`src/gfx_pkg.sv`:
```
package gfx_pkg;

    localparam int LINE_PIXELS = 256;  // visible pixels per line
    localparam int MAP_TILES   = 32;   // tiles per map row and column
    // layer, tile code, tile row, half
    localparam int ROM_AW      = 15;

    // one word of tile RAM
    typedef struct packed {
        logic       spare;
        logic       hflip;
        logic [3:0] pal;
        logic [9:0] code;
    } tile_entry_t;

    // pixel as written by one layer
    typedef struct packed {
        logic [3:0] pal;
        logic [3:0] pen;
    } layer_pixel_t;

    typedef struct packed {
        logic       layer;  // 1 for foreground
        logic [3:0] pal;
        logic [3:0] pen;
    } pixel_t;

    typedef enum logic [2:0] {
        IDLE, TILE_ADDR, TILE_READ, ROM_REQ, ROM_WAIT, DUMP, NEXT
    } render_state_t;

endpackage

```
`src/tile_rom_if.sv`:
```
// one renderer's path to the graphics ROM
// req is held with a steady addr until ok comes back
interface tile_rom_if #(
    parameter int AW = 15
) ();
    logic          req;
    logic [AW-1:0] addr;
    logic          ok;    // data valid in this cycle
    logic [15:0]   data;

    modport renderer (output req, output addr, input ok, input data);
    modport arbiter (input req, input addr, output ok, output data);
endinterface

```
`src/tilemap_render.sv`:
```
module tilemap_render import gfx_pkg::*; #(
    parameter int LAYER_ID = 0,
    parameter int ROM_AW   = 15
) (
    input  logic         clk,
    input  logic         rst,
    input  logic         hs,
    input  logic         lvbl,
    input  logic [7:0]   vrender,
    input  logic [7:0]   hscroll,
    input  logic [7:0]   vscroll,
    output logic [9:0]   vram_addr,
    input  tile_entry_t  vram_data,
    tile_rom_if.renderer rom,
    output logic         line_we,
    output logic [8:0]   line_x,
    output layer_pixel_t line_din,
    output logic         done
);
    render_state_t     st;
    logic              last_hs;
    logic              line_start;
    logic [7:0]        vn;        // scrolled line, map row and tile row
    logic [7:0]        hn;        // scrolled column, one tile per step
    logic signed [8:0] x;         // write position, negative for the fine scroll
    logic [5:0]        tile_cnt;
    logic [9:0]        code;
    logic [3:0]        pal;
    logic              hflip;
    logic              half;      // which 4 pixels of the tile row
    logic [15:0]       pxl;
    logic [1:0]        dump_cnt;

    assign line_start = hs && !last_hs && lvbl;
    assign vram_addr  = {vn[7:3], hn[7:3]};
    assign rom.addr   = ROM_AW'({1'(LAYER_ID), code, vn[2:0], half});

    always_ff @(posedge clk) begin
        if (rst) begin
            st      <= IDLE;
            done    <= 1'b1;
            last_hs <= 1'b0;
            rom.req <= 1'b0;
            line_we <= 1'b0;
        end else begin
            last_hs <= hs;
            line_we <= 1'b0;
            if (line_start) begin
                done     <= 1'b0;
                st       <= IDLE;
                rom.req  <= 1'b0;
                vn       <= vrender + vscroll;
                hn       <= hscroll;
                x        <= -$signed({6'd0, hscroll[2:0]});
                tile_cnt <= '0;
            end else begin
                case (st)
                    IDLE: begin
                        if (!done) st <= TILE_ADDR;
                    end
                    TILE_ADDR: st <= TILE_READ;  // entry is back next cycle
                    TILE_READ: begin
                        code  <= vram_data.code;
                        pal   <= vram_data.pal;
                        hflip <= vram_data.hflip;
                        half  <= vram_data.hflip;  // flipped tiles start on the right half
                        st    <= ROM_REQ;
                    end
                    ROM_REQ: begin
                        rom.req <= 1'b1;
                        st      <= ROM_WAIT;
                    end
                    ROM_WAIT: begin
                        if (rom.ok) begin
                            pxl      <= rom.data;
                            rom.req  <= 1'b0;
                            dump_cnt <= '0;
                            st       <= DUMP;
                        end
                    end
                    DUMP: begin
                        line_we      <= !x[8];  // only 0..255 reach the buffer
                        line_x       <= x;
                        line_din.pal <= pal;
                        line_din.pen <= hflip ? pxl[3:0] : pxl[15:12];
                        pxl          <= hflip ? pxl >> 4 : pxl << 4;
                        x            <= x + 9'sd1;
                        dump_cnt     <= dump_cnt + 2'd1;
                        if (dump_cnt == 2'd3) st <= NEXT;
                    end
                    NEXT: begin
                        if (half == hflip) begin
                            // second word of the same tile
                            half <= ~half;
                            st   <= ROM_REQ;
                        end else begin
                            hn       <= hn + 8'd8;
                            tile_cnt <= tile_cnt + 6'd1;
                            if (tile_cnt == MAP_TILES) begin  // 33 tiles cover the fine scroll
                                done <= 1'b1;
                                st   <= IDLE;
                            end else begin
                                st <= TILE_ADDR;
                            end
                        end
                    end
                    default: st <= IDLE;
                endcase
            end
        end
    end

    a_addr_stable: assert property (@(posedge clk) disable iff (rst)
        rom.req && !rom.ok |=> !rom.req || $stable(rom.addr));

    a_no_write_done: assert property (@(posedge clk) disable iff (rst)
        done |-> !line_we);

endmodule
```
`src/flat_wrapper.sv`:
```
// flat-port wrapper written by rule: the top's interface ports become plain ports
module tilemap_render_flat import gfx_pkg::*;
#(
    parameter int LAYER_ID = 0,
    parameter int ROM_AW   = 15
)
  (clk, rst, hs, lvbl, vrender, hscroll, vscroll, vram_addr, vram_data, line_we, line_x, line_din, done, rom_req, rom_addr, rom_ok, rom_data);
  tile_rom_if rom_i ();
  input  logic clk;
  input  logic rst;
  input  logic hs;
  input  logic lvbl;
  input  logic [7:0] vrender;
  input  logic [7:0] hscroll;
  input  logic [7:0] vscroll;
  output logic [9:0] vram_addr;
  input  tile_entry_t vram_data;
  output logic line_we;
  output logic [8:0] line_x;
  output layer_pixel_t line_din;
  output logic done;
  output wire logic [$bits(rom_i.req)-1:0] rom_req;
  output wire logic [$bits(rom_i.addr)-1:0] rom_addr;
  input wire logic [$bits(rom_i.ok)-1:0] rom_ok;
  input wire logic [$bits(rom_i.data)-1:0] rom_data;
  assign rom_req = rom_i.req;
  assign rom_addr = rom_i.addr;
  assign rom_i.ok = rom_ok;
  assign rom_i.data = rom_data;
  tilemap_render #(.LAYER_ID(LAYER_ID), .ROM_AW(ROM_AW)) u_core (.clk(clk), .rst(rst), .hs(hs), .lvbl(lvbl), .vrender(vrender), .hscroll(hscroll), .vscroll(vscroll), .vram_addr(vram_addr), .vram_data(vram_data), .rom(rom_i), .line_we(line_we), .line_x(line_x), .line_din(line_din), .done(done));
endmodule
```
`config.mk`:
```
export PLATFORM = sky130hd
export DESIGN_NAME = tilemap_render_flat
export DESIGN_NICKNAME = d
export VERILOG_FILES = /design/src/gfx_pkg.sv /design/src/tile_rom_if.sv /design/src/tilemap_render.sv /design/src/flat_wrapper.sv
export SDC_FILE = /design/constraint.sdc
export NUM_CORES = 1
export LEC_CHECK = 0
export BUFFER_PORTS_ARGS = -buffer_cell sky130_fd_sc_hd__buf_2
export CAP_MARGIN = 20
export CORE_AREA = 2 2 72 126
export CTS_BUF_LIST = sky130_fd_sc_hd__clkbuf_4 sky130_fd_sc_hd__clkbuf_8 sky130_fd_sc_hd__clkbuf_16
export CTS_CLUSTER_DIAMETER = 30
export DETAILED_ROUTE_END_ITERATION = 7
export DIE_AREA = 0 0 74 128
export GPL_TIMING_DRIVEN = 0
export PLACE_DENSITY = 0.74
export SYNTH_ARGS = -nofsm -noshare
export SYNTH_HDL_FRONTEND = slang
export SYNTH_SLANG_ARGS = --single-unit
```
`constraint.sdc`:
```
create_clock -name clk -period 2.1 [get_ports clk]
set_input_delay 0.105 -clock clk [delete_from_list [all_inputs] [get_ports clk]]
set_output_delay 0.105 -clock clk [all_outputs]
set_load 0.05 [all_outputs]
```
# == After elaboration in Yosys (flattened, before gate mapping) ==
# Cells that the tools add are included.
# op_classes
addsub,6
eq_ne,14
mux,27
bitwise_logic,4
n_reduce_logical,23
# ops
op,n
2-to-1 mux 16 bit,2
one-hot mux 16 bit (2 select lines),1
2-to-1 mux 8 bit,3
one-hot mux 3 bit (7 select lines),1
2-to-1 mux 9 bit,2
AND reduction 3 bit,5
2-to-1 mux 3 bit,4
2-to-1 mux 6 bit,2
nonzero test 2 bit,6
adder 9 x 2 -> 9 bit (second input constant),1
equality test 3 bit (second input constant),3
negator 3 -> 9 bit,1
adder 8 x 4 -> 8 bit (second input constant),1
adder 8 bit,1
AND reduction 4 bit,2
2-to-1 mux 1 bit,7
adder 6 x 1 -> 6 bit (second input constant),1
equality test 3 x 2 -> 1 bit (second input constant),2
equality test 6 bit (second input constant),1
!= test 2 x 1 -> 1 bit (second input constant),3
AND reduction 2 bit,3
2-to-1 mux 4 bit,1
!= test 2 bit (second input constant),2
NOT 1 bit,4
12 further kinds,15
# totals
reg_bits,89
input_bits,61
output_inout_bits,45

# == Logic depth before layout (Yosys ltp) ==
# logic_depth
depth_word,5
mapped_depth,7

# == Least setup slack after synthesis ==
# Ideal clock, no wire load.
# synth_timing
path_kind,reg-to-reg
from,register u_core.st[0]
to,register u_core.code[0] (enable)
arrival_time_ns,1.727
slack_ns,-0.033
path_stages_with_launch,5
path_buffers,1
synth_period_minus_slack_ns,2.133
cell_sequence,dfxtp_1 > buf_2 > inv_1 > nand2_1 > nor3_1
# synth_via
elab_chain_len,2
# synth_rtl
element,line_no,rtl
from (decl),tilemap_render.sv:20,render_state_t st;
from (signal assigned),tilemap_render.sv:40,st <= IDLE;
from (signal assigned),tilemap_render.sv:50,st <= IDLE;
from (signal assigned),tilemap_render.sv:59,if (!done) st <= TILE_ADDR;
equality test 3 x 2 -> 1 bit,tilemap_render.sv:57,case (st)
AND reduction 3 bit (no source line),n/a,
to (signal assigned),tilemap_render.sv:63,code <= vram_data.code;
to (decl),tilemap_render.sv:27,logic [9:0] code;
# No other way between the ends.
# A chain may end at the register's enable or synchronous reset.

# == Worst setup path after layout ==
# layout_timing
from,register u_core.st[2]
to,register u_core.pxl[12] (enable)
# layout_via
elab_chain_len,3
word_cells_on_any_way,5
# layout_rtl
element,line_no,rtl
equality test 3 bit,tilemap_render.sv:57,
!= test 2 bit (no source line) / nonzero test 2 bit (equally long branches),n/a,
AND reduction 4 bit (no source line) (*),n/a,
to (signal assigned),tilemap_render.sv:75,pxl <= rom.data;
to (signal assigned),tilemap_render.sv:86,pxl <= hflip ? pxl >> 4 : pxl << 4;
to (decl),tilemap_render.sv:31,logic [15:0] pxl;
# Mark *: on every way between the ends. The rest lies on a longest branch, timed or not.

==> results.json <==
{
  "ir_drop_uv": 471.9,
  "synthArstFlopShare_pct": 0,
  "ff2ff_path_depth": 4,
  "ys.flop_type": "edfxtp_1",
  "critPathTopFamily": "simple AND/OR/NAND/NOR gates",
  "core_area_um2": 8502,
  "final_area_um2": 5046,
  "final_core_util_pct": 59.35,
  "grt-ovfl-total": 0,
  "place_inst": 533,
  "tightest_slew_ns": 0.7612,
  "wire_per_inst_um": 14.23,
  "cp_slowest_cell": "nor2_1",
  "tns_ns": 0,
  "die_area_um2": 9472,
  "htree_num_levels": 3,
  "postSynthAreaPerCell_um2": 12.48,
  "clock_tree.buffer_depth": 2,
  "min_period_over_period_pct": 92.29,
  "synth_edf_count": 79,
  "worstPathArrival_ns": 1.98,
  "syn2layout_area_growth_pct": 30.01,
  "synth_warnings": 0,
  "cts_tree": "yes",
  "ys_types": 40,
  "clock_sinks": 86,
  "leakagePower_nw": 2.043,
  "cts_buffers": 9,
  "top_level_ports": 106,
  "clk_latency_ns": 0.33,
  "setup_viol": 0,
  "gr-usage-met1_pct": 19.49,
  "worst_clock_skew_ns": 0.006595,
  "crit_required_ns": 2.14,
  "syn_inst": 311,
  "n_antenna_cell": 0,
  "status": "complete, no violations",
  "first_iter_violations": 207,
  "path_buf_inv": 1,
  "worst_hold_path_type": "in -> reg",
  "path_depth": 4,
  "slew_headroom_pct": 49.07,
  "maxCapViolations": 0,
  "antenna_left": 0,
  "gp_routability_congestion": 0.8014,
  "dp_hpwl_um": 5842,
  "die_w_um": 74,
  "dpl_cell_area_um2": 4571,
  "crit_fanout": 10,
  "syn_area_um2": 3881,
  "fp.dieH_um": 128,
  "vias": 2832,
  "grt_util_met3_pct": 4.324,
  "cp_cell_sequence": "and2b_1 -> o21ai_0 -> nor2_1 -> buf_6",
  "synth_fp_nets": 387,
  "cpPeakStageDelay_ns": 0.59,
  "antenna_found_initial": 0,
  "rsz0062_at_grt": "false",
  "nets": 520,
  "ys_ff_latch": 86,
  "drtPass1Iterations": 4,
  "cp-start-kind": "register",
  "num_rows": 45,
  "drc_errors": 0,
  "crit_type": "reg -> reg",
  "drv_slew": 0,
  "grtUsageTotal_pct": 18.07,
  "layout_min_cycle_time_ns": 1.938,
  "vias_per_cell": 5.004,
  "drt-total-wl_um": 8052,
  "power_mw": 3.785,
  "power_density_nw_per_um2": 750.1,
  "initial_core_util_pct": 45.65,
  "crit_path_end_kind": "register",
  "finalHoldViolCount": 0,
  "gr-usage-met2_pct": 32.30,
  "clk_pin_slew_ns": 0.06,
  "final_cells": 566,
  "io_buffers": 103,
  "grt_pass1_vias": 2877,
  "cts-root-buf": "clkbuf_16",
  "drive_above_1_share_pct": 31.18,
  "holdPathStages": 3,
  "grt_busiest_layer": "met2",
  "yosysSeqAreaShare_pct": 64.73,
  "max_freq_mhz": 516.0,
  "grt_max_degree": 16,
  "grt_pass1_wl_um": 12990
}
## tightest hold or removal path, cell delays in order
cell     delay (ns)
buf_2          0.07
nand2_1        0.03
o21ai_0        0.06
## synthesized netlist by cell type (all sizes together), types with 3 or more instances
cell type,number,area [um2]
edfxtp,79,2372
nand2,39,148.9
o21ai,28,140.1
nor2,25,93.84
ha,14,175.2
a21oi,13,65.06
inv,13,48.80
xnor2,12,105.1
buf,8,42.54
mux2i,8,80.08
nand3,8,40.04
nor3,8,40.04
xor2,8,70.07
dfxtp,7,140.1
nand2b,6,37.54
mux2,5,56.30
clkbuf,4,16.26
nor2b,3,26.27
o31ai,3,22.52
## cells by family (layout without fill, tap and decap cells)
group                    count (synthesis)  after routing  synth area share [%]
flip-flops                              86             86                 64.73
adder cells (fa/ha/maj)                 15             15                 5.029
AND/OR/NAND/NOR                         96             96                 11.22
XOR/XNOR                                20             20                 4.513
multiplexers                            13             13                 3.514
AO/OA/AOI/OAI                           55             55                 8.124
other                                    1              1               0.09662
buffers and inverters                   25            163                 2.772
## registers in the layout, indices dropped and copies added, names as in the netlist, 2 cells and up
register / count
u_core.pxl: 16
u_core.vn: 8
u_core.line_x: 9
u_core.pal: 4
u_core.tile_cnt: 6
u_core.hn: 5
u_core.code: 10
u_core.line_din: 8
u_core.st: 3
u_core.dump_cnt: 2
u_core.x: 9
## routing by layer
metal,vias up,wire length [um]
li1,1382,-
met1,1330,2969
met2,109,4454
met3,11,483
met4,0,145
met5,-,0
## cells in the final DEF (no fill, tap or decap), drive strengths merged
| master | instances |
|---|---|
| o31ai | 3 |
| nand2b | 6 |
| edfxtp | 79 |
| and3 | 1 |
| a21oi | 13 |
| buf | 114 |
| nor2 | 25 |
| inv | 13 |
| nand3 | 8 |
| a31oi | 1 |
| a221o | 1 |
| dlygate4sd3 | 16 |
| clkbuf | 13 |
| a211oi | 2 |
| or4 | 1 |
| o21ai | 28 |
| fa | 1 |
| mux2i | 8 |
| or2 | 1 |
| nor2b | 3 |
| xnor2 | 12 |
| a2bb2oi | 2 |
| conb | 1 |
| nor3 | 8 |
| clkinvlp | 1 |
| xor2 | 8 |
| dfxtp | 7 |
| o211ai | 2 |
| and4 | 1 |
| and2b | 1 |
| mux2 | 5 |
| and2 | 2 |
| bufinv | 1 |
| a21o | 1 |
| clkinv | 5 |
| o31a | 1 |
| o21a | 1 |
| nand2 | 39 |
| ha | 14 |
## final timing paths
kind	from	to	slack, ns
worst max-delay path	u_core.st[2]$_SDFFE_PN0P_	u_core.pxl[12]$_DFFE_PP_	0.16
worst min-delay path	rom_data[0]	u_core.pxl[0]$_DFFE_PP_	0.04
worst max register to register	u_core.st[2]$_SDFFE_PN0P_	u_core.pxl[12]$_DFFE_PP_	0.16
worst min register to register	u_core.pal[0]$_DFFE_PP_	u_core.line_din[4]$_DFFE_PP_	0.42
## through the flow
| stage | hold slack (ns) | setup slack [ns] |
|---|---|---|
| floorplan | 0.1766 | 0.06150 |
| global placement | 0.2823 | -0.5020 |
| detailed placement | 0.2831 | -0.1854 |
| CTS | 0.03442 | 0.04301 |
| global route | 0.04850 | 0.03073 |
| finish | 0.04337 | 0.1619 |
## cell type report
type                            count  area [um2]
Buffer                             12       58.81
Clock buffer                        9       225.2
Clock inverter                      7       65.06
Fill cell                         688        3456
Inverter                           13       48.80
Multi-Input combinational cell    200        1280
Sequential cell                    86        2512
Tap cell                          117       146.4
Timing Repair Buffer              122       709.4
## where the power goes
| part | switching, mW | internal [mW] |
|---|---|---|
| combinational | 0.189 | 0.151 |
| sequential | 0.0175 | 1.90 |
| clock | 0.614 | 0.911 |
## repair_timing
action,CTS,global route
endpoints found under the setup margin,37,9
setup buffers,0,0
hold endpoints to repair,16,0
resized for setup,3,1
hold buffers,16,0
(Power assumes the default switching activity.)
