File: config.mk
export PLATFORM = sky130hd
export DESIGN_NAME = rom_arbiter_flat
export DESIGN_NICKNAME = d
export VERILOG_FILES = /design/src/tile_rom_if.sv /design/src/rom_arbiter.sv /design/src/flat_wrapper.sv
export SDC_FILE = /design/constraint.sdc
export NUM_CORES = 1
export LEC_CHECK = 0
export BUFFER_PORTS_ARGS = -buffer_cell sky130_fd_sc_hd__buf_2
export CAP_MARGIN = 10
export CORE_AREA = 5 5 60 62
export CTS_BUF_LIST = sky130_fd_sc_hd__clkbuf_4
export DETAILED_ROUTE_END_ITERATION = 6
export DIE_AREA = 0 0 65 67
export GPL_TIMING_DRIVEN = 0
export PLACE_DENSITY = 0.8
export REMOVE_ABC_BUFFERS = 1
export SYNTH_ARGS = -nofsm -noshare
export SYNTH_HDL_FRONTEND = slang
export SYNTH_SLANG_ARGS = --single-unit
File: constraint.sdc
create_clock -name clk -period 1.7 [get_ports clk]
set_input_delay 0.34 -clock clk [delete_from_list [all_inputs] [get_ports clk]]
set_output_delay 0.34 -clock clk [all_outputs]
set_load 0.1 [all_outputs]
File: src/tile_rom_if.sv
// one renderer's path to the graphics ROM
// req is held with a steady addr until ok comes back
interface tile_rom_if #(
    parameter int AW = 15
) ();
    logic          req;
    logic [AW-1:0] addr;
    logic          ok;    // data valid in this cycle
    logic [15:0]   data;

    modport renderer (output req, output addr, input ok, input data);
    modport arbiter (input req, input addr, output ok, output data);
endinterface

File: src/rom_arbiter.sv
module rom_arbiter #(
    parameter int ROM_AW = 15
) (
    input  logic              clk,
    input  logic              rst,
    tile_rom_if.arbiter       bg,
    tile_rom_if.arbiter       fg,
    output logic              rom_cs,
    output logic [ROM_AW-1:0] rom_addr,
    input  logic              rom_ok,
    input  logic [15:0]       rom_data
);
    logic busy;   // a request is in flight
    logic owner;  // layer served last (1 is fg)
    logic pick;
    logic sel;

    // round robin when both layers ask at once
    always_comb begin
        pick = owner;
        if (bg.req && fg.req) begin
            pick = ~owner;
        end else if (fg.req) begin
            pick = 1'b1;
        end else if (bg.req) begin
            pick = 1'b0;
        end
    end

    assign sel      = busy ? owner : pick;
    assign rom_cs   = sel ? fg.req : bg.req;
    assign rom_addr = sel ? fg.addr : bg.addr;

    assign bg.ok   = rom_ok && rom_cs && !sel;
    assign fg.ok   = rom_ok && rom_cs && sel;
    assign bg.data = sel ? '0 : rom_data;
    assign fg.data = sel ? rom_data : '0;

    always_ff @(posedge clk) begin
        if (rst) begin
            busy  <= 1'b0;
            owner <= 1'b0;
        end else begin
            busy <= rom_cs && !rom_ok;  // also frees the ROM if a requester gives up
            if (rom_cs && !busy) owner <= sel;
        end
    end

    // each ROM answer reaches exactly one layer
    a_single_ok: assert property (@(posedge clk) disable iff (rst)
        rom_ok |-> bg.ok ^ fg.ok);

    a_owner_held: assert property (@(posedge clk) disable iff (rst)
        rom_cs && !rom_ok |=> sel == $past(sel));

endmodule

File: src/flat_wrapper.sv
// flat-port wrapper written by rule: the top's interface ports become plain ports
module rom_arbiter_flat 
#(
    parameter int ROM_AW = 15
)
  (clk, rst, rom_cs, rom_addr, rom_ok, rom_data, bg_req, bg_addr, bg_ok, bg_data, fg_req, fg_addr, fg_ok, fg_data);
  tile_rom_if bg_i ();
  tile_rom_if fg_i ();
  input  logic clk;
  input  logic rst;
  output logic rom_cs;
  output logic [ROM_AW-1:0] rom_addr;
  input  logic rom_ok;
  input  logic [15:0] rom_data;
  input wire logic [$bits(bg_i.req)-1:0] bg_req;
  input wire logic [$bits(bg_i.addr)-1:0] bg_addr;
  output wire logic [$bits(bg_i.ok)-1:0] bg_ok;
  output wire logic [$bits(bg_i.data)-1:0] bg_data;
  input wire logic [$bits(fg_i.req)-1:0] fg_req;
  input wire logic [$bits(fg_i.addr)-1:0] fg_addr;
  output wire logic [$bits(fg_i.ok)-1:0] fg_ok;
  output wire logic [$bits(fg_i.data)-1:0] fg_data;
  assign bg_i.req = bg_req;
  assign bg_i.addr = bg_addr;
  assign bg_ok = bg_i.ok;
  assign bg_data = bg_i.data;
  assign fg_i.req = fg_req;
  assign fg_i.addr = fg_addr;
  assign fg_ok = fg_i.ok;
  assign fg_data = fg_i.data;
  rom_arbiter #(.ROM_AW(ROM_AW)) u_core (.clk(clk), .rst(rst), .bg(bg_i), .fg(fg_i), .rom_cs(rom_cs), .rom_addr(rom_addr), .rom_ok(rom_ok), .rom_data(rom_data));
endmodule
==> out/qor.csv, run 1 <==
stage,metric,value,unit
sta,worst_ep grt,fg_data[10],
cts,CTS Buf Count,3,
synthesis,Synth async-reset ratio,0,
place,I/O Buffers,100,
synthesis,Synth Instances,154,
run_status,Stopped at,global routing (5_1_grt),
place,hpwl dp,3090,um
synthesis,Seq cells post-synth,2,
synthesis,post-synth cell types,25,
synthesis,post-synth top area cell,and2_1,
synthesis,synthesized area,0.001080,mm^2
run_status,Err,"[ERROR DPL-0038] Utilization greater than 100%, impossible to legalize",
synthesis,Synth Flop Type,dfxtp_1,
cts,clock tree buffer depth,2,
synthesis,most frequent cell after synthesis,and2_1,
floorplanning,Top Ports,101,
sta,Worst EP Category,output port,
cts,CTS sink cnt,2,
synthesis,"top cells by count, synth","32 x and2_1, 17 x nor2_1",
synthesis,Synth Area per Inst,7.012,um^2
synthesis,number of synthesized flops with an enable pin,0,
cts,clock root buffer,clkbuf_4,
synthesis,top cell type's share of synthesized area,0.1854,
floorplanning,chip width,65,um
floorplanning,Die H,67,um
run_status,status,aborted with a tool error,
cts,htree depth,1,
place,routability cong.,0.6971,
synthesis,Synth area leaders,"and2_1 19%, mux2i_1 14%, o221ai_1 12%",
synthesis,"Seq/Total Area, Yosys",0.03708,
floorplanning,Initial Util,0.3626,
grt,largest net degree at the start of global routing,35,
floorplanning,site row count,20,
cts,hold_buf cts,0,
synthesis,Yosys Warn Count,0,
==> kinds of logic after synthesis <==
group,synth area share
AOI/OAI and AO/OA,0.4612
and+or+nand+nor,0.2665
buffers and inverters,0.09617
muxes,0.1390
DFF,0.03708
==> through the flow <==
stage / cells / instance area [um^2] / setup WS (ns)
2_1_floorplan: 137 / 979.7 / -1.741
3_3_place_gp: 270 / 1521 / -1.461
3_5_place_dp: 271 / 1549 / -1.364
4_1_cts: 284 / 2495 / -0.1670
==> what timing repair did <==
action,in CTS
gates resized for setup,221
endpoints found under the setup margin,52
gates cloned,4
pin swaps,12
setup buffers,6
==> inputs of run 2 (changes only) <==
--- a/config.mk
+++ b/config.mk
@@ -7,12 +7,11 @@
 export LEC_CHECK = 0
 export BUFFER_PORTS_ARGS = -buffer_cell sky130_fd_sc_hd__buf_2
 export CAP_MARGIN = 10
-export CORE_AREA = 5 5 60 62
-export CTS_BUF_LIST = sky130_fd_sc_hd__clkbuf_4
+export CORE_AREA = 5 5 66 68
 export DETAILED_ROUTE_END_ITERATION = 6
-export DIE_AREA = 0 0 65 67
+export DIE_AREA = 0 0 71 73
 export GPL_TIMING_DRIVEN = 0
-export PLACE_DENSITY = 0.8
+export PLACE_DENSITY_LB_ADDON = 0.15
 export REMOVE_ABC_BUFFERS = 1
 export SYNTH_ARGS = -nofsm -noshare
 export SYNTH_HDL_FRONTEND = slang
==> run 2 against run 1 <==
Against the previous run:
- the flow now finishes, with violations (negative setup slack)
- area after synthesis is the same
- synthesized cell count did not move
==> out/qor.csv, run 2 <==
stage,metric,value,unit,change
setup_path,FF-to-FF End,u_core.owner$_SDFFE_PP0P_,,
sta,Tcrit/Tclk final,1.142,,
synthesis,Synth Flop Type,dfxtp_1,,
cts,CTS sink cnt,2,,unchanged
cts,clock latency on the worst-skew pair,0.22,ns,
power_and_ir_drop,sequential share of power,0.024,,
final_layout,top flop regs,"u_core.busy (1), u_core.owner (1)",,
power_and_ir_drop,VDD IR max,0.5200,mV,
floorplanning,Core Box Area,0.003799,mm^2,
drt,Routed Antenna Nets,0,,
setup_path,Crit. End Element,output port,,
drt,via count,1761,,
synthesis,most frequent cell after synthesis,and2_1,,
synthesis,Seq cells post-synth,2,,unchanged
final_layout,layout cell share with drive strength beyond 1,0.7143,,
drt,DRT Pass-1 Iters,5,,
place,I/O Buffers,100,,unchanged
power_and_ir_drop,P_sw,1.415,mW,
setup_path,Critical Path RT,1.36,ns,
power_and_ir_drop,P per Cell Area,837.4,mW/mm^2,
setup_path,crit path max-delay cell type,dfxtp_4,,
grt,largest net degree at the start of global routing,35,,
setup_path,Setup CP Type,reg -> out,,
run_status,failing checks,negative setup slack,,
power_and_ir_drop,Tot Pwr,2.447,mW,
setup_path,Crit path max-delay family,simple AND/OR/NAND/NOR gates,,
final_layout,most frequent cells in the layout,"51 x buf_12, 48 x buf_2, 27 x and2_4, 17 x nor2_1, 17 x buf_4",,
floorplanning,Initial Util,0.2843,,-0.07835
synthesis,number of synthesized flops with an enable pin,0,,unchanged
cts,CTS Buf Count,3,,unchanged
sta,final hold vios,0,,
synthesis,top cell type's share of synthesized area,0.1854,,unchanged
min_path,hold path cells,2,,
run,Max-Cap Viols,0,,
synthesis,Synth Area per Inst,7.012,um^2,unchanged
power_and_ir_drop,combinational power share,0.893,,
drt,wire per inst,19.60,um,
power_and_ir_drop,clock power share,0.084,,
cts,clk slew on worst S/H paths,0.03,ns,
final_layout,fin nets,326,,
sta,final setup fails,49,,
setup_path,R2R Path Start,u_core.busy$_SDFF_PP0_,,
power_and_ir_drop,P_leak,1.320,nW,
synthesis,"Seq/Total Area, Yosys",0.03708,,unchanged
sta,slew margin rel.,0.8110,,
place,hpwl dp,2866,um,-7.2%
floorplanning,Die H,73,um,+9.0%
sta,clk_skew,0.002301,ns,
sta,worst slew pin tran,0.2835,ns,
synthesis,"top cells by count, synth","32 x and2_1, 17 x nor2_1",,
setup_path,Crit path arrival time,1.60,ns,
power_and_ir_drop,Switching Fraction,0.5782,,
place,routability cong.,0.7026,,+0.79%
setup_path,CP Buf/Inv Count,1,,
floorplanning,site row count,23,,+15%
cts,hold_buf cts,0,,unchanged
grt,vias in the first global route,1846,,
drt,drt via density,5.452,,
power_and_ir_drop,Int Pwr,1.032,mW,
final_layout,Finished Layout Cells,323,,
setup_path,CP max FO,7,,
sta,RSZ-0062 raised after global routing,true,,
grt,GR Overflow Total,0,,
drt,DRT iter0 DRCs,121,,
sta,final setup margin,-0.2408,ns,
cts,clock root buffer,clkbuf_8,,
grt,gr usage total,0.2122,,
setup_path,Setup crit start kind,flip-flop,,
drt,DRC Markers,0,,
setup_path,FF-to-FF path depth,3,,
synthesis,Synth Instances,154,,unchanged
synthesis,Yosys Warn Count,0,,unchanged
synthesis,synthesized area,0.001080,mm^2,unchanged
floorplanning,full die area,0.005183,mm^2,
min_path,Hold Path End,u_core.owner$_SDFFE_PP0P_,,
cts,htree depth,1,,unchanged
synthesis,post-synth cell types,25,,unchanged
synthesis,Synth async-reset ratio,0,,unchanged
setup_path,worst-path cell chain,nand3b_1 -> a21bo_2 -> and2_1 -> buf_8,,
cts,clock tree buffer depth,2,,unchanged
synthesis,post-synth top area cell,and2_1,,
grt,first-pass GRT wire length,8804,um,
final_layout,ANT cells,0,,
sta,minimum clock period,1.941,ns,
floorplanning,chip width,71,um,+9.2%
min_path,Hold WC Path Type,in -> reg,,
min_path,worst hold path startpoint,rst,,
synthesis,Synth area leaders,"and2_1 19%, mux2i_1 14%, o221ai_1 12%",,
final_layout,Layout area overhead,170.7,%,
setup_path,R2R setup slack,0.57,ns,
setup_path,Critical Path Stages,4,,
drt,drt total wl,6332,um,
floorplanning,Top Ports,101,,unchanged
cts,CTS tree,done,,
sta,Fmax achieved,0.5153,GHz,
run_status,status,"complete, but fails checks",,
final_layout,"commonest non-fill, non-tap cell in the layout",buf_12,,
setup_path,max incr delay on CP,0.36,ns,
final_layout,FILL cells,259,,
sta,max-slew violations,0,,
grt,initial antenna violation count,0,,
place,Post-Place Cells,288,,+6.3%
final_layout,final core utilization,0.7694,,
run 2: repair_timing:
| item | 4_1_cts | 5_1_grt |
|---|---|---|
| buffers inserted | 14 | 14 |
| gates resized for setup | 224 | 60 |
| pin swaps | 6 | 19 |
| setup endpoints to repair | 52 | 50 |
| gates cloned | 2 | 2 |
run 2: cell type report:
class | count | area (um^2) | area share
timing repair buffer | 129 | 1565 | 0.5355
sequential | 2 | 47.55 | 0.01627
inverter | 1 | 11.26 | 0.003853
multi-input combinational | 138 | 1195 | 0.4088
tap | 50 | 62.56 | 0.02140
clock buffer | 3 | 41.29 | 0.01413
run 2: per-layer routing:
metal | track usage | share of wire | vias up
li1 | - | - | 827
met1 | 0.2170 | 0.36 | 820
met2 | 0.3841 | 0.50 | 102
met3 | 0.09642 | 0.12 | 12
met4 | 0.07098 | 0.020 | 0
met5 | 0 | 0 | -
run 2: cells by family (layout without fill, tap and decap cells):
kind of cell | Yosys count | in the layout | synth area share
and+or+nand+nor | 53 | 55 | 0.2665
buffers and inverters | 18 | 133 | 0.09617
DFF | 2 | 2 | 0.03708
muxes | 15 | 15 | 0.1390
AOI/OAI and AO/OA | 66 | 68 | 0.4612
run 2: worst reg2reg max path, delay by kind of cell (launching register included):
kind	cells	cell delay [ns]
DFF	1	0.36
AOI/OAI and AO/OA	1	0.31
and+or+nand+nor	2	0.35
run 2: worst max-delay path by stage:
stage                                    startpoint           to  slack (ns)
final                        u_core.busy$_SDFF_PP0_   bg_data[0]       -0.24
after global routing         u_core.busy$_SDFF_PP0_  fg_data[12]       -0.29
after CTS                 u_core.owner$_SDFFE_PP0P_  rom_addr[9]       -0.12
after detailed placement     u_core.busy$_SDFF_PP0_  rom_addr[9]       -1.36
after global placement    u_core.owner$_SDFFE_PP0P_   fg_data[1]       -1.55
after floorplan              u_core.busy$_SDFF_PP0_  rom_addr[0]       -1.74
run 2: per-stage QoR:
stage	worst slack [ns]	instance area (um^2)	hold WS (ns)	setup TNS [ns]
floorplan	-1.741	979.7	0.4124	-62.08
global placement	-1.550	1543	0.5167	-71.60
detailed placement	-1.359	1558	0.5176	-63.82
CTS	-0.1220	2542	0.2858	-4.789
global route	-0.2893	2923	0.3126	-11.06
finish	-0.2408	2923	0.2931	-8.523
run 2: power groups by stage:
stage | combinational (mW) | sequential (mW) | clock (mW)
5_1_grt | 2.25 | 0.0597 | 0.211
4_1_cts | 1.97 | 0.0616 | 0.195
3_3_place_gp | 1.40 | 0.0887 | 0
2_1_floorplan | 1.15 | 0.0772 | 0
6_report | 2.18 | 0.0587 | 0.204
3_5_place_dp | 1.41 | 0.0773 | 0
(Power assumes the default switching activity.)
==> inputs of run 3 (changes only) <==
--- a/config.mk
+++ b/config.mk
@@ -7,9 +7,9 @@
 export LEC_CHECK = 0
 export BUFFER_PORTS_ARGS = -buffer_cell sky130_fd_sc_hd__buf_2
 export CAP_MARGIN = 10
-export CORE_AREA = 5 5 66 68
+export CORE_AREA = 2 2 63 65
 export DETAILED_ROUTE_END_ITERATION = 6
-export DIE_AREA = 0 0 71 73
+export DIE_AREA = 0 0 65 67
 export GPL_TIMING_DRIVEN = 0
 export PLACE_DENSITY_LB_ADDON = 0.15
 export REMOVE_ABC_BUFFERS = 1
==> run 3 against run 2 <==
Against the previous run:
- the run still ends with negative setup slack left
- worst setup slack gained 0.016 ns
- sequential power shrank 3%
- global-route usage grew 3.6 points
- die area shrank 16%
- power shrank 6.4%
- first-iteration DRC count shrank 42%
- sequential share of layout area grew 0.15 points
- flip-flop and latch count is the same
- critical path depth grew 1
- final area shrank 8.2%
- utilization shrank 2.6 points
- critical path type unchanged
- critical endpoint unchanged
- largest cell class unchanged
- largest power group unchanged
==> out/qor.csv, run 3 (synthesized netlist as in run 2, its figures left out) <==
stage,metric,value,unit,change
final_layout,register area,47.55,um^2,unchanged
cts,CTS Buf Count,3,,unchanged
grt,gr usage total,0.2484,,+0.03616
cts,clock tree buffer depth,2,,unchanged
grt,largest net degree at the start of global routing,35,,unchanged
drt,DRT Pass-1 Iters,4,,-1
setup_path,max incr delay on CP,0.36,ns,about the same
cts,clock latency on the worst-skew pair,0.21,ns,about the same
setup_path,Setup CP Type,reg -> out,,
final_layout,Layout area overhead,148.4,%,
place,hpwl dp,2750,um,-4.1%
grt,vias in the first global route,1720,,-6.8%
power_and_ir_drop,VDD IR max,0.5041,mV,-3.1%
setup_path,FF-to-FF End,u_core.busy$_SDFF_PP0_,,
power_and_ir_drop,P_leak,1.205,nW,-8.7%
drt,drt total wl,5522,um,-13%
min_path,hold path cells,2,,unchanged
floorplanning,chip width,65,um,-8.5%
sta,final setup margin,-0.2252,ns,+0.01555 ns
grt,first-pass GRT wire length,8224,um,-6.6%
cts,clk slew on worst S/H paths,0.03,ns,about the same
sta,slew margin rel.,0.7975,,-0.01355
setup_path,crit path max-delay cell type,dfxtp_4,,
final_layout,area of the multi-input gates,0.001094,mm^2,-8.5%
drt,wire per inst,17.87,um,-8.8%
drt,drt via density,5.414,,-0.69%
final_layout,"commonest non-fill, non-tap cell in the layout",buf_2,,
setup_path,Setup crit start kind,flip-flop,,
drt,via count,1673,,-5.0%
setup_path,Critical Path RT,1.36,ns,about the same
final_layout,most frequent cells in the layout,"48 x buf_2, 45 x buf_12, 21 x and2_4, 17 x nor2_1",,
setup_path,worst-path cell chain,buf_16 -> nand3b_1 -> a21bo_4 -> and2_1 -> buf_12,,
cts,clock root buffer,clkbuf_8,,
setup_path,CP max FO,17,,+10
place,I/O Buffers,100,,unchanged
sta,minimum clock period,1.925,ns,-0.01555 ns
run_status,status,"complete, but fails checks",,
floorplanning,Top Ports,101,,unchanged
sta,Fmax achieved,0.5194,GHz,+0.81%
sta,final setup fails,50,,+2.0%
final_layout,top flop regs,"u_core.busy (1), u_core.owner (1)",,
final_layout,ANT cells,0,,unchanged
power_and_ir_drop,P per Cell Area,854.4,mW/mm^2,+2.0%
grt,GR Overflow Total,0,,unchanged
cts,hold_buf cts,0,,unchanged
final_layout,FILL cells,243,,-6.2%
setup_path,R2R Path Start,u_core.busy$_SDFF_PP0_,,
sta,post-route setup TNS,-8.564,ns,-0.04088 ns
sta,worst slew pin tran,0.3038,ns,+0.02032 ns
grt,initial antenna violation count,0,,unchanged
drt,Routed Antenna Nets,0,,unchanged
cts,CTS tree,done,,
sta,final hold vios,0,,unchanged
setup_path,Crit path max-delay family,flip-flops,,
drt,DRC Markers,0,,unchanged
min_path,Hold WC Path Type,in -> reg,,
floorplanning,Core Box Area,0.003606,mm^2,-5.1%
floorplanning,full die area,0.004355,mm^2,-16%
floorplanning,Die H,67,um,-8.2%
floorplanning,Initial Util,0.2994,,+0.01519
setup_path,Crit. End Element,output port,,
sta,clk_skew,0.001701,ns,-0.0006004 ns
cts,htree depth,1,,unchanged
floorplanning,site row count,22,,-4.3%
run_status,failing checks,negative setup slack,,
final_layout,fin nets,314,,-3.7%
sta,max-slew violations,0,,unchanged
sta,RSZ-0062 raised after global routing,true,,
run,Max-Cap Viols,0,,unchanged
sta,WHS,0.3139,ns,+0.02083 ns
min_path,worst hold path startpoint,rst,,
setup_path,CP Buf/Inv Count,2,,+1
sta,Tcrit/Tclk final,1.132,,-0.009148
setup_path,R2R setup slack,0.55,ns,-0.02 ns
drt,DRT iter0 DRCs,70,,-42%
final_layout,layout cell share with drive strength beyond 1,0.6245,,-0.08976
setup_path,FF-to-FF path depth,3,,unchanged
min_path,Hold Path End,u_core.owner$_SDFFE_PP0P_,,
setup_path,Crit path arrival time,1.59,ns,about the same
cts,CTS sink cnt,2,,unchanged
place,routability cong.,0.7542,,+7.3%
-- run 3: cell count changes in the layout (fill, tap and decap cells not counted), sizes merged --
cell   before  now
a21bo       3    1
buf       129  116
inv         1    4
-- run 3: worst max path at each step --
stage | slack, ns | depth (start not counted) | start | to
after global placement | -1.58 | 4 | u_core.owner$_SDFFE_PP0P_ | fg_data[11]
after global routing | -0.29 | 5 | u_core.owner$_SDFFE_PP0P_ | bg_data[0]
final | -0.23 | 5 | u_core.owner$_SDFFE_PP0P_ | bg_data[0]
after floorplan | -1.74 | 3 | u_core.busy$_SDFF_PP0_ | rom_addr[0]
after detailed placement | -1.33 | 4 | u_core.busy$_SDFF_PP0_ | rom_addr[10]
after CTS | -0.19 | 7 | u_core.owner$_SDFFE_PP0P_ | fg_data[5]
-- run 3: what timing repair did --
| item | in CTS | in global routing |
|---|---|---|
| cloned | 5 | 0 |
| pin swaps | 8 | 3 |
| setup buffers | 14 | 1 |
| gates resized for setup | 201 | 39 |
| setup endpoints to repair | 52 | 50 |
-- run 3: per-stage QoR --
step | setup WS, ns | cells | power (mW) | util | cell area [um^2]
final | -0.2252 | 309 | 2.292 | 0.7439 | 2683
after CTS | -0.1888 | 308 | 2.169 | 0.6981 | 2517
after detailed placement | -1.329 | 286 | 1.493 | 0.4348 | 1568
after floorplan | -1.741 | 137 | 1.232 | - | 979.7
after global routing | -0.2943 | 309 | 2.362 | 0.7439 | 2683
after global placement | -1.576 | 285 | 1.485 | 0.4271 | 1540
-- run 3: power by group --
| part | internal, mW | switching, mW |
|---|---|---|
| clock network | 0.150 | 0.0413 |
| registers | 0.0504 | 0.00666 |
| logic | 0.729 | 1.31 |
-- run 3: worst register-to-register path, delay by kind of cell, from the launching register on --
kind	cells	cell delay, ns
DFF	1	0.39
AOI/OAI and AO/OA	1	0.28
buffers and inverters	1	0.22
and+or+nand+nor	1	0.15
-- run 3: area by class of cell --
class | instances | share of cell area
inverter | 1 | 0.007463
clock buffer | 3 | 0.01539
multi-input combinational | 136 | 0.4077
sequential | 2 | 0.01772
timing repair inverter | 3 | 0.01259
timing repair buffer | 116 | 0.5168
tap | 48 | 0.02239
-- run 3: routing by layer --
layer | up-vias | wire, um | part of all wire | GRT usage
li1 | 803 | - | - | -
met1 | 772 | 2169 | 0.39 | 0.2735
met2 | 90 | 2749 | 0.50 | 0.4394
met3 | 8 | 532 | 0.096 | 0.07939
met4 | 0 | 70 | 0.013 | 0.1011
met5 | - | 0 | 0 | 0
==> inputs of run 4 (changes only) <==
--- a/config.mk
+++ b/config.mk
@@ -5,6 +5,7 @@
 export SDC_FILE = /design/constraint.sdc
 export NUM_CORES = 1
 export LEC_CHECK = 0
+export ABC_AREA = 0
 export BUFFER_PORTS_ARGS = -buffer_cell sky130_fd_sc_hd__buf_2
 export CAP_MARGIN = 10
 export CORE_AREA = 2 2 63 65
@@ -13,6 +14,7 @@
 export GPL_TIMING_DRIVEN = 0
 export PLACE_DENSITY_LB_ADDON = 0.15
 export REMOVE_ABC_BUFFERS = 1
+export SLEW_MARGIN = 20
 export SYNTH_ARGS = -nofsm -noshare
 export SYNTH_HDL_FRONTEND = slang
 export SYNTH_SLANG_ARGS = --single-unit
==> constraint.sdc (replaced) <==
create_clock -name clk -period 2 [get_ports clk]
set_input_delay 0.4 -clock clk [delete_from_list [all_inputs] [get_ports clk]]
set_output_delay 0.4 -clock clk [all_outputs]
set_load 0.1 [all_outputs]
==> run 4 against run 3 <==
Against the previous run:
- critical path depth grew 1
- clock skew about the same
- critical path type is now in -> out
- sequential power fell by 12%
- utilization fell by 18 points
- worst setup slack improved by 0.29 ns
- register-to-register slack better by 0.29 ns
- highest routed layer unchanged
- the run now ends clean
==> out/qor.csv, run 4 (synthesized netlist as in run 2, its figures left out) <==
stage,metric,value,unit,change
setup_path,crit path max-delay cell type,buf_4,,
place,Post-DP Area,0.001541,mm^2,-1.7%
grt,gr usage total,0.1955,,-0.05295
cts,clock root buffer,clkbuf_8,,
floorplanning,chip width,65,um,unchanged
drt,DRT Pass-1 Iters,4,,unchanged
sta,Tcrit/Tclk final,0.9672,,
setup_path,R2R setup slack,0.84,ns,+0.29 ns
final_layout,layout cell share with drive strength beyond 1,0.4862,,-0.1384
setup_path,CP Buf/Inv Count,3,,+1
place,I/O Buffers,100,,unchanged
place,hpwl dp,2679,um,-2.6%
setup_path,Setup CP Type,in -> out,,
grt,largest net degree at the start of global routing,35,,unchanged
grt,initial antenna violation count,1,,+1
sta,post-route setup TNS,0,ns,+8.564 ns
drt,Routed Antenna Nets,0,,unchanged
grt,vias in the first global route,1465,,-15%
final_layout,FILL cells,316,,+30%
sta,slew margin rel.,0.7988,,+0.001291
sta,minimum clock period,1.934,ns,
setup_path,FF-to-FF path depth,4,,+1
run_status,status,finished clean,,
drt,wire per inst,14.45,um,-19%
drt,DRT iter0 DRCs,120,,+71%
cts,clk slew on worst S/H paths,0.03,ns,about the same
setup_path,Critical Path RT,1.60,ns,+0.24 ns
sta,worst slew pin tran,0.3035,ns,-0.0002571 ns
final_layout,fin nets,306,,-2.5%
final_layout,top flop regs,"u_core.busy (1), u_core.owner (1)",,
floorplanning,site row count,22,,unchanged
final_layout,Finished Layout Cells,302,,-2.3%
setup_path,Setup crit start kind,primary input,,
final_layout,Layout area overhead,88.99,%,
setup_path,Crit path max-delay family,buffers and inverters,,
place,pre-CTS setup slack,-1.120,ns,+0.2092 ns
sta,final hold vios,0,,unchanged
sta,RSZ-0062 raised after global routing,false,,
setup_path,worst-path cell chain,buf_4 -> nand2b_4 -> a21boi_4 -> buf_4 -> and2_1 -> buf_6,,
final_layout,register area,47.55,um^2,unchanged
cts,CTS tree,done,,
grt,first-pass GRT wire length,6762,um,-18%
setup_path,FF-to-FF End,u_core.busy$_SDFF_PP0_,,
cts,clock tree buffer depth,2,,unchanged
sta,clk_skew,0.001620,ns,-0.00008042 ns
cts,CTS sink cnt,2,,unchanged
final_layout,"commonest non-fill, non-tap cell in the layout",buf_2,,
cts,CTS Buf Count,3,,unchanged
sta,final setup fails,0,,-100%
drt,DRC Markers,0,,unchanged
power_and_ir_drop,P_leak,0.9713,nW,-19%
floorplanning,Core Box Area,0.003606,mm^2,unchanged
sta,max-slew violations,0,,unchanged
setup_path,CP max FO,20,,+3
min_path,Hold Path End,u_core.owner$_SDFFE_PP0P_,,
min_path,worst hold path startpoint,rst,,
place,routability cong.,0.7542,,unchanged
setup_path,R2R Path Start,u_core.owner$_SDFFE_PP0P_,,
floorplanning,Initial Util,0.2994,,unchanged
cts,clock latency on the worst-skew pair,0.22,ns,about the same
setup_path,Critical Path Stages,6,,+1
sta,Fmax achieved,0.5170,GHz,
floorplanning,full die area,0.004355,mm^2,unchanged
final_layout,post-route design area,0.002041,mm^2,-24%
setup_path,Crit. End Element,output port,,
floorplanning,Die H,67,um,unchanged
final_layout,most frequent cells in the layout,"48 x buf_2, 40 x buf_6, 32 x and2_1, 20 x buf_4, 17 x nor2_1",,
power_and_ir_drop,VDD IR max,0.5502,mV,+9.1%
cts,htree depth,1,,unchanged
drt,drt total wl,4364,um,-21%
drt,via count,1571,,-6.1%
sta,final setup margin,0.06558,ns,+0.2908 ns
place,Post-Place Cells,285,,-0.35%
power_and_ir_drop,P per Cell Area,791.7,mW/mm^2,-7.3%
run,Max-Cap Viols,0,,unchanged
drt,drt via density,5.202,,-3.9%
setup_path,max incr delay on CP,0.25,ns,-0.11 ns
final_layout,area of the multi-input gates,964.7,um^2,-12%
setup_path,"most used cell, CP",buf_4,,
setup_path,Crit path arrival time,1.53,ns,-0.06 ns
min_path,hold path cells,2,,unchanged
min_path,Hold WC Path Type,in -> reg,,
grt,GR Overflow Total,0,,unchanged
final_layout,final core utilization,0.5659,,-0.1780
floorplanning,Top Ports,101,,unchanged
## run 4: cell types whose count changed in the layout (fill, tap and decap cells not counted), sizes merged
cell | previous run | this run
clkbuf | 3 | 4
nand2b | 3 | 2
buf | 116 | 111
diode | 0 | 1
inv | 4 | 1
## run 4: report_power, final
| part | internal, mW | switching (mW) |
|---|---|---|
| Combinational | 0.379 | 1.02 |
| Sequential | 0.0429 | 0.00705 |
| Clock | 0.128 | 0.0356 |
| Total | 0.549 | 1.07 |
## run 4: stage by stage
step / power (mW) / hold slack (ns)
2_1_floorplan: 1.047 / 0.4724
3_3_place_gp: 1.262 / 0.5857
3_5_place_dp: 1.259 / 0.5782
4_1_cts: 1.562 / 0.3530
5_1_grt: 1.680 / 0.3538
6_report: 1.616 / 0.3508
## run 4: worst max path at each step
stage | start | end | slack [ns]
floorplan | u_core.busy$_SDFF_PP0_ | rom_addr[0] | -1.50
global placement | u_core.owner$_SDFFE_PP0P_ | fg_data[11] | -1.34
detailed placement | u_core.busy$_SDFF_PP0_ | rom_addr[8] | -1.12
CTS | u_core.owner$_SDFFE_PP0P_ | bg_data[7] | 0.006
global route | fg_req | fg_data[4] | 0.005
finish | fg_req | fg_data[4] | 0.07
## run 4: metal layers
metal	global-route usage	vias up	part of all wire
li1	-	787	-
met1	0.2365	700	0.45
met2	0.3505	82	0.44
met3	0.06081	2	0.10
met4	0.01596	0	0.0037
met5	0	-	0
## run 4: layout make-up
cell class,instances,share of cell area
Clock buffer,3,0.02023
Inverter,1,0.004292
Timing Repair Buffer,112,0.4488
Antenna cell,1,0.001226
Tap cell,48,0.02943
Multi-Input combinational cell,135,0.4727
Sequential cell,2,0.02330
## run 4: timing repair
item | 4_1_cts | 5_1_grt
setup endpoints to repair | 51 | 40
gates resized for setup | 75 | 26
endpoints found under the hold margin | 0 | 0
cloned | 1 | 0
pin swaps | 1 | 0
hold buffers | 0 | 0
setup buffers | 8 | 4
